===== config.mk =====
export PLATFORM = sky130hd
export DESIGN_NAME = channelwiseConvolution
export DESIGN_NICKNAME = d
export VERILOG_FILES = /design/src/common/convPkg.sv /design/src/common/pixelStreamIf.sv /design/src/design/channelwiseConvolution.sv /design/src/design/windowAccumulator.sv /design/src/slidingWindow/slidingWindow.sv /design/src/design/constantPadding.sv
export VERILOG_INCLUDE_DIRS = /design/src /design/src/common
export SDC_FILE = /design/constraint.sdc
export NUM_CORES = 1
export LEC_CHECK = 0
export BUFFER_PORTS_ARGS = -buffer_cell sky130_fd_sc_hd__buf_4
export CORE_ASPECT_RATIO = 1.25
export CORE_MARGIN = 2
export CORE_UTILIZATION = 55
export DETAILED_ROUTE_END_ITERATION = 6
export GPL_TIMING_DRIVEN = 0
export PLACE_DENSITY = 0.72
export SLEW_MARGIN = 20
export SYNTH_ARGS = -nofsm -noshare
export SYNTH_HDL_FRONTEND = slang
export SYNTH_SLANG_ARGS = --single-unit

===== constraint.sdc =====
create_clock -name clock_i -period 25.6 [get_ports clock_i]
set_input_delay 1.28 -clock clock_i [delete_from_list [all_inputs] [get_ports clock_i]]
set_output_delay 1.28 -clock clock_i [all_outputs]
set_load 0.1 [all_outputs]

===== src/common/conv_params.svh =====
`ifndef CONV_PARAMS_SVH
`define CONV_PARAMS_SVH

// Channels per pixel and word widths
`define CONV_CHANNELS 2
`define CONV_ACT_WIDTH 8
`define CONV_WEIGHT_WIDTH 8
`define CONV_SUM_WIDTH 20

// Input frame size in pixels
`define CONV_IN_HEIGHT 4
`define CONV_IN_WIDTH 4

// Square kernel, with a border of CONV_PAD pixels on every side
`define CONV_KERNEL_SIZE 3
`define CONV_PAD 1
`define CONV_PAD_VALUE 0

// Arithmetic shift applied to each sum before saturation
`define CONV_RIGHT_SHIFT 2

// Kernel weights in row-major order, top row first
`define CONV_WEIGHTS 1, 2, 1, 2, 8, 2, 0, 2, 2

`endif

===== src/common/convPkg.sv =====
`include "conv_params.svh"

package convPkg;

    // Signed activation word carried by each channel
    typedef logic signed [`CONV_ACT_WIDTH-1:0] activationT;

    typedef logic signed [`CONV_WEIGHT_WIDTH-1:0] weightT;

    // Wide enough for nine products of activation and weight
    typedef logic signed [`CONV_SUM_WIDTH-1:0] sumT;

    // One activation per channel, channel 0 in the low bits
    typedef activationT [`CONV_CHANNELS-1:0] pixelT;

    // Window indexed as [row][column], row 0 is the top row
    typedef pixelT [`CONV_KERNEL_SIZE-1:0][`CONV_KERNEL_SIZE-1:0] windowT;

    // Padder position within the padded frame
    typedef enum logic [1:0] {
        PadTopRow,
        PadBody,
        PadBottomRow
    } padStateT;

    // Kernel shared by every channel, indexed by row * CONV_KERNEL_SIZE + column
    localparam weightT Kernel [`CONV_KERNEL_SIZE * `CONV_KERNEL_SIZE] = '{`CONV_WEIGHTS};

endpackage


===== src/common/pixelStreamIf.sv =====
`timescale 1ns/100ps

// Valid/ready stream with a frame-end marker
interface pixelStreamIf #(
    parameter int DataWidth = 16
) ();

    logic                 valid;
    logic                 ready;
    logic [DataWidth-1:0] data;
    logic                 last;

    modport source (
        output valid,
        output data,
        output last,
        input  ready
    );

    modport sink (
        input  valid,
        input  data,
        input  last,
        output ready
    );

endinterface


===== src/design/channelwiseConvolution.sv =====
`timescale 1ns/100ps

module channelwiseConvolution
    import convPkg::*;
(
    input  logic  clock_i,
    input  logic  rst_i,
    input  logic  inValid_i,
    output logic  inReady_o,
    input  pixelT inData_i,
    input  logic  inLast_i,
    output logic  outValid_o,
    input  logic  outReady_i,
    output pixelT outData_o,
    output logic  outLast_o
);

    // Padded pixels on their way to the line buffers
    pixelStreamIf #(.DataWidth($bits(pixelT))) paddedStream ();

    // Complete 3x3 windows on their way to the multiply-accumulate stages
    pixelStreamIf #(.DataWidth($bits(windowT))) windowStream ();

    constantPadding padderInst (
        .clock_i   (clock_i),
        .rst_i     (rst_i),
        .inValid_i (inValid_i),
        .inReady_o (inReady_o),
        .inData_i  (inData_i),
        .inLast_i  (inLast_i),
        .padded    (paddedStream.source)
    );

    slidingWindow windowInst (
        .clock_i (clock_i),
        .rst_i   (rst_i),
        .padded  (paddedStream.sink),
        .window  (windowStream.source)
    );

    windowAccumulator accumulatorInst (
        .clock_i    (clock_i),
        .rst_i      (rst_i),
        .window     (windowStream.sink),
        .outValid_o (outValid_o),
        .outReady_i (outReady_i),
        .outData_o  (outData_o),
        .outLast_o  (outLast_o)
    );

endmodule


===== src/design/windowAccumulator.sv =====
`timescale 1ns/100ps
`include "conv_params.svh"

module windowAccumulator
    import convPkg::*;
(
    input  logic       clock_i,
    input  logic       rst_i,
    pixelStreamIf.sink window,
    output logic       outValid_o,
    input  logic       outReady_i,
    output pixelT      outData_o,
    output logic       outLast_o
);

    localparam int KernelSize = `CONV_KERNEL_SIZE;
    localparam int KernelArea = KernelSize * KernelSize;
    localparam sumT MaxActivation = sumT'((1 << (`CONV_ACT_WIDTH - 1)) - 1);
    localparam sumT MinActivation = sumT'(-(1 << (`CONV_ACT_WIDTH - 1)));

    windowT windowIn;
    sumT    products [`CONV_CHANNELS][KernelArea];
    sumT    treeSums [`CONV_CHANNELS];
    sumT    sums [`CONV_CHANNELS];
    logic   stage1Valid;
    logic   stage1Last;
    logic   stage2Valid;
    logic   stage2Last;
    logic   stage1Enable;
    logic   stage2Enable;

    function automatic activationT shiftAndClip(sumT value);
        sumT shifted;
        shifted = value >>> `CONV_RIGHT_SHIFT;
        if (shifted > MaxActivation) begin
            return activationT'(MaxActivation);
        end else if (shifted < MinActivation) begin
            return activationT'(MinActivation);
        end
        return activationT'(shifted);
    endfunction

    assign windowIn = windowT'(window.data);

    // A stage loads when it is empty or its contents move on in the same cycle
    assign stage2Enable = !stage2Valid || outReady_i;
    assign stage1Enable = !stage1Valid || stage2Enable;
    assign window.ready = stage1Enable;

    always_ff @(posedge clock_i) begin
        if (rst_i) begin
            stage1Valid <= 1'b0;
            stage2Valid <= 1'b0;
        end else begin
            if (stage1Enable) begin
                stage1Valid <= window.valid;
            end
            if (stage2Enable) begin
                stage2Valid <= stage1Valid;
            end
        end
    end

    // Stage one holds every weighted tap of every channel
    always_ff @(posedge clock_i) begin
        if (stage1Enable && window.valid) begin
            for (int ch = 0; ch < `CONV_CHANNELS; ch++) begin
                for (int r = 0; r < KernelSize; r++) begin
                    for (int c = 0; c < KernelSize; c++) begin
                        products[ch][r * KernelSize + c] <=
                            sumT'(activationT'(windowIn[r][c][ch]))
                            * sumT'(Kernel[r * KernelSize + c]);
                    end
                end
            end
            stage1Last <= window.last;
        end
    end

    always_comb begin
        for (int ch = 0; ch < `CONV_CHANNELS; ch++) begin
            treeSums[ch] = '0;
            for (int i = 0; i < KernelArea; i++) begin
                treeSums[ch] = treeSums[ch] + products[ch][i];
            end
        end
    end

    always_ff @(posedge clock_i) begin
        if (stage2Enable && stage1Valid) begin
            for (int ch = 0; ch < `CONV_CHANNELS; ch++) begin
                sums[ch] <= treeSums[ch];
            end
            stage2Last <= stage1Last;
        end
    end

    always_comb begin
        for (int ch = 0; ch < `CONV_CHANNELS; ch++) begin
            outData_o[ch] = shiftAndClip(sums[ch]);
        end
    end

    assign outValid_o = stage2Valid;
    assign outLast_o = stage2Last;

endmodule


===== src/slidingWindow/slidingWindow.sv =====
`timescale 1ns/100ps
`include "conv_params.svh"

module slidingWindow
    import convPkg::*;
(
    input  logic         clock_i,
    input  logic         rst_i,
    pixelStreamIf.sink   padded,
    pixelStreamIf.source window
);

    localparam int KernelSize = `CONV_KERNEL_SIZE;
    localparam int PadHeight = `CONV_IN_HEIGHT + 2 * `CONV_PAD;
    localparam int PadWidth = `CONV_IN_WIDTH + 2 * `CONV_PAD;
    localparam int RowBits = $clog2(PadHeight);
    localparam int ColBits = $clog2(PadWidth);

    // Previous padded row and the one before it
    pixelT              lineBufNear [PadWidth];
    pixelT              lineBufFar [PadWidth];
    windowT             windowReg;
    pixelT              inPixel;
    logic [RowBits-1:0] row;
    logic [ColBits-1:0] col;
    logic               lastColumn;
    logic               accept;
    logic               complete;
    logic               validReg;
    logic               lastReg;

    assign inPixel = pixelT'(padded.data);
    assign lastColumn = col == ColBits'(PadWidth - 1);

    // Input stalls while a finished window waits on the consumer
    assign padded.ready = !validReg || window.ready;
    assign accept = padded.valid && padded.ready;

    // With a border of half the kernel the window is full exactly when its centre is
    // inside the original frame
    assign complete = row >= RowBits'(KernelSize - 1) && col >= ColBits'(KernelSize - 1);

    always_ff @(posedge clock_i) begin
        if (rst_i) begin
            row <= '0;
            col <= '0;
        end else if (accept) begin
            if (padded.last) begin
                row <= '0;
                col <= '0;
            end else if (lastColumn) begin
                row <= row + 1'b1;
                col <= '0;
            end else begin
                col <= col + 1'b1;
            end
        end
    end

    always_ff @(posedge clock_i) begin
        if (rst_i) begin
            validReg <= 1'b0;
        end else if (accept) begin
            validReg <= complete;
        end else if (window.ready) begin
            validReg <= 1'b0;
        end
    end

    // Each accepted pixel shifts the window left by one column and pushes the
    // column above it through the line buffers
    always_ff @(posedge clock_i) begin
        if (accept) begin
            for (int r = 0; r < KernelSize; r++) begin
                for (int c = 0; c < KernelSize - 1; c++) begin
                    windowReg[r][c] <= windowReg[r][c + 1];
                end
            end
            windowReg[0][KernelSize - 1] <= lineBufFar[col];
            windowReg[1][KernelSize - 1] <= lineBufNear[col];
            windowReg[2][KernelSize - 1] <= inPixel;
            lineBufFar[col] <= lineBufNear[col];
            lineBufNear[col] <= inPixel;
            lastReg <= padded.last;
        end
    end

    assign window.valid = validReg;
    assign window.data = windowReg;
    assign window.last = lastReg;

endmodule


===== src/design/constantPadding.sv =====
`timescale 1ns/100ps
`include "conv_params.svh"

module constantPadding
    import convPkg::*;
(
    input  logic         clock_i,
    input  logic         rst_i,
    input  logic         inValid_i,
    output logic         inReady_o,
    input  pixelT        inData_i,
    input  logic         inLast_i,
    pixelStreamIf.source padded
);

    localparam int PadHeight = `CONV_IN_HEIGHT + 2 * `CONV_PAD;
    localparam int PadWidth = `CONV_IN_WIDTH + 2 * `CONV_PAD;
    localparam int RowBits = $clog2(PadHeight);
    localparam int ColBits = $clog2(PadWidth);
    localparam pixelT PadPixel = {`CONV_CHANNELS{activationT'(`CONV_PAD_VALUE)}};

    padStateT           state;
    padStateT           nextRowState;
    logic [RowBits-1:0] row;
    logic [ColBits-1:0] col;
    logic               lastColumn;
    logic               lastRow;
    logic               isBorder;
    logic               canLoad;
    logic               advance;
    logic               validReg;
    logic               lastReg;
    pixelT              dataReg;

    assign lastColumn = col == ColBits'(PadWidth - 1);
    assign lastRow = row == RowBits'(PadHeight - 1);

    // Input pixels only fill the body rows between the left and right borders
    assign isBorder = state != PadBody
        || col < ColBits'(`CONV_PAD)
        || col >= ColBits'(`CONV_PAD + `CONV_IN_WIDTH);

    // The output register can take a new pixel once the current one is gone
    assign canLoad = !validReg || padded.ready;
    assign inReady_o = canLoad && !isBorder;
    assign advance = canLoad && (isBorder || inValid_i);

    // Region of the row that follows the current one
    always_comb begin
        if (lastRow || int'(row) + 1 < `CONV_PAD) begin
            nextRowState = PadTopRow;
        end else if (int'(row) + 1 < `CONV_PAD + `CONV_IN_HEIGHT) begin
            nextRowState = PadBody;
        end else begin
            nextRowState = PadBottomRow;
        end
    end

    always_ff @(posedge clock_i) begin
        if (rst_i) begin
            state <= PadTopRow;
            row <= '0;
            col <= '0;
        end else if (advance) begin
            if (lastColumn) begin
                col <= '0;
                row <= lastRow ? '0 : row + 1'b1;
                state <= nextRowState;
            end else begin
                col <= col + 1'b1;
            end
        end
    end

    always_ff @(posedge clock_i) begin
        if (rst_i) begin
            validReg <= 1'b0;
        end else if (advance) begin
            validReg <= 1'b1;
        end else if (padded.ready) begin
            validReg <= 1'b0;
        end
    end

    // Bottom-right border pixel closes the padded frame
    always_ff @(posedge clock_i) begin
        if (advance) begin
            dataReg <= isBorder ? PadPixel : inData_i;
            lastReg <= lastRow && lastColumn;
        end
    end

    assign padded.valid = validReg;
    assign padded.data = dataReg;
    assign padded.last = lastReg;

endmodule


==> results.cfg <==
[yosys]
synth_xor_area_frac = 0.005920
synth_top_family_by_area = adder cells
synth-seq-cells = 525
ys.flop_type = edfxtp_1
syn_inst = 1299
synth_fa_ha_area_frac = 0.1210
synthSimpleGateAreaFrac = 0.03078
synth_edf_count = 504
syn_area_um2 = 22190
synthMuxAreaShare = 0.05920
ys_async_sr_fraction = 0
synth-compound-area-share = 0.03208
yosysSeqAreaShare = 0.7009
syn_nets = 1465
avgSynthCellArea_um2 = 17.08
yosys_warnings = 0
synthDistinctLibCells = 55

[worst_setup_path]
arrival_ns = 4.76
cp-startpoint = accumulatorInst.products[0][2]
crit_path_end_kind = flop
crit_fanout = 3
r2r_start = accumulatorInst.products[0][2]
crit_type = flop to flop
crit_slowest_cell = fa_1
critPathMostFrequentCell = fa_1
r2r_cells = 15
cp_cell_sequence = inv_1 > fa_1 > inv_1 > fa_1 > fa_1 > inv_1 > fa_1 > inv_1 > ha_1 > fa_1 > a21oi_1 > o2111ai_1 > a21o_1 > a21oi_1 > xnor2_1
crit_required_ns = 25.90
cp_slowest_stage_delay_ns = 0.54
critPathLaunchType = flop

[floorplan]
die_w_um = 183.7
rows = 82
die_area_um2 = 41980
boundaryPins = 40
core-area_um2 = 39910
start_util = 0.5561
die_h_um = 228.6

[clock_network]
clock_sinks = 525
ctsHoldBuffers = 0
clkTransAtPathRegs_ns = 0.06
post_cts.repair.setup_buffers = 0
clock_latency_ns = 0.56
cts_tree = yes
cts_resized = 0
cts-htree-levels = 2
cts_buffers = 47
cts_buffer_depth = 3
ctsRootBufferMaster = clkbuf_16

[sta]
timing.final.crit_share = 0.1741
worst_slew_pin_slew_ns = 1.038
drv_slew = 0
slew_headroom = 0.3038
setup_viol = 0
finalClockSkew_ns = 0.01450
rsz0062_at_grt = false
setup_tns_ns = 0
max_freq_mhz = 224.4
hold_viol_final = 0
layout_min_cycle_time_ns = 4.456
hold_ws_ns = 0.4143

[global_route]
gr-total-overflow = 0
track_usage = 0.1593
grt_busiest_layer = met2
grt_max_degree = 100
grtUsageMet2 = 0.2801
grt_pass1_wl_um = 52700
use_met3 = 0.02661
first_global_vias = 10487
met1_usage = 0.2013
antenna_found_initial = 0

[pwr]
p_leak_uw = 0.009547
irDropWorstVdd_mv = 0.04455
powerDensity_nw_per_um2 = 68.05

[place]
gp_congestion = 0.7705
port_buffers = 38
dp_hpwl_um = 22530
dpl_cell_area_um2 = 23550

[finish]
design_area_um2 = 25010
area_growth_pct = 12.68
diodes = 0
register_area_um2 = 15550
multiInputGateArea_um2 = 5580
drive_above_1_share = 0.1398
final_nets = 1574
final_core_util = 0.6266
nFillCells = 2730

[drt]
wl_per_cell_um = 16.35
vias = 9926
vias_per_cell = 5.093
routed_wl_um = 31870
dr.pass1.iters = 4
drt_iter0_drc = 556
ant_nets = 0
drcViolationCount = 0

[flow_run]
drv_cap = 0

[min_path]
hold_start = accumulatorInst.stage1Last
hp-class = flop to flop
holdPathStages = 0

[status]
status = completed
sequential cells by signal, indices dropped and copies added, names as in the netlist, named ones only:
| signal | count |
|---|---|
| accumulatorInst.outLast_o | 1 |
| accumulatorInst.outValid_o | 1 |
| accumulatorInst.products | 128 |
| accumulatorInst.stage1Last | 1 |
| accumulatorInst.stage1Valid | 1 |
| accumulatorInst.sums | 36 |
| padderInst.col | 3 |
| padderInst.padded.data | 16 |
| padderInst.padded.last | 1 |
| padderInst.padded.valid | 1 |
| padderInst.row | 3 |
| padderInst.state | 2 |
| windowInst.col | 3 |
| windowInst.lineBufFar | 96 |
| windowInst.lineBufNear | 96 |
| windowInst.row | 3 |
| windowInst.window.data | 128 |
| windowInst.window.last | 1 |
| windowInst.window.valid | 1 |
routing by layer:
metal | part of all wire | wire length, um
met4 | 0.026 | 841
met2 | 0.52 | 16630
met5 | 0 | 0
met3 | 0.037 | 1191
met1 | 0.41 | 13210
per-stage QoR:
stage | cells | total power (uW) | setup slack (ns)
after floorplan | 1299 | 1034 | 14.11
after global placement | 1841 | 1051 | 9.978
after detailed placement | 1863 | 1055 | 21.14
after CTS | 1949 | 1717 | 21.13
after global routing | 1949 | 1756 | 20.79
final | 1949 | 1702 | 21.14
report_power, final:
part           switching (uW)  internal (uW)  total (uW)
Clock                     290            376         666
Sequential               9.72            973         983
Combinational            29.8           22.9        52.7
layout by cell type, fill, tap and decap left out, types with 5 or more instances in the layout:
cell / instances
buf_4: 45
mux2i_1: 18
a21o_1: 19
nor2b_1: 7
mux4_2: 32
buf_16: 11
xor2_1: 5
clkinv_1: 5
dfxtp_1: 21
nand4_1: 6
clkbuf_16: 47
nand3_1: 6
and2_1: 17
a21oi_1: 38
clkbuf_1: 22
ha_1: 29
buf_2: 12
o21ai_1: 5
inv_1: 254
mux2_4: 11
clkinv_2: 9
mux2_1: 18
nand2_1: 24
edfxtp_1: 504
xnor2_1: 10
o21ai_0: 20
nor3_1: 6
nor2_1: 43
fa_1: 116
final timing paths:
check,end,slack (ns)
worst max-delay path,accumulatorInst.sums[0][11],21.14
worst min-delay path,accumulatorInst.outLast_o,0.41
worst min register to register,accumulatorInst.outLast_o,0.41
worst max register to register,accumulatorInst.sums[0][11],21.14
synthesized netlist by cell type, drive strengths merged, types with 8 or more instances:
cell,instances,area (um2)
a21o,19,142.6
a21oi,39,198.9
and2,17,106.4
buf,17,120.1
clkbuf,9,35.03
dfxtp,21,420.4
edfxtp,504,15130
fa,116,2322
ha,29,362.9
inv,255,957.2
mux2,33,412.9
mux2i,18,180.2
mux4,32,720.7
nand2,25,96.35
nor2,46,172.7
nor2b,8,50.05
o21ai,26,133.9
xnor2,10,87.58
cell type report:
| cell class | instances | area share |
|---|---|---|
| clock inverters | 23 | 0.008156 |
| plain buffers | 26 | 0.006204 |
| repair buffers | 60 | 0.02642 |
| flip-flops and latches | 525 | 0.6220 |
| inverters | 255 | 0.03858 |
| multi-input cells | 493 | 0.2232 |
| well taps | 504 | 0.02522 |
| clock buffers | 63 | 0.05023 |
worst max-delay path, delay by kind of cell (launching register included):
family | cells | cell delay, ns
flip-flops | 1 | 0.32
adder cells (fa/ha/maj) | 6 | 2.73
AO/OA/AOI/OAI | 4 | 0.85
XOR/XNOR | 1 | 0.08
buffers and inverters | 4 | 0.21
logic make-up (layout without fill, tap and decap cells):
logic type,count (synthesis),in the layout
AOI/OAI and AO/OA,114,114
xor gates and xnor gates,15,15
adders and majority gates,145,145
buffers and inverters,281,427
DFF,525,525
muxes,83,83
and+or+nand+nor,136,136
Note: power is estimated with default switching activity, not from simulation.
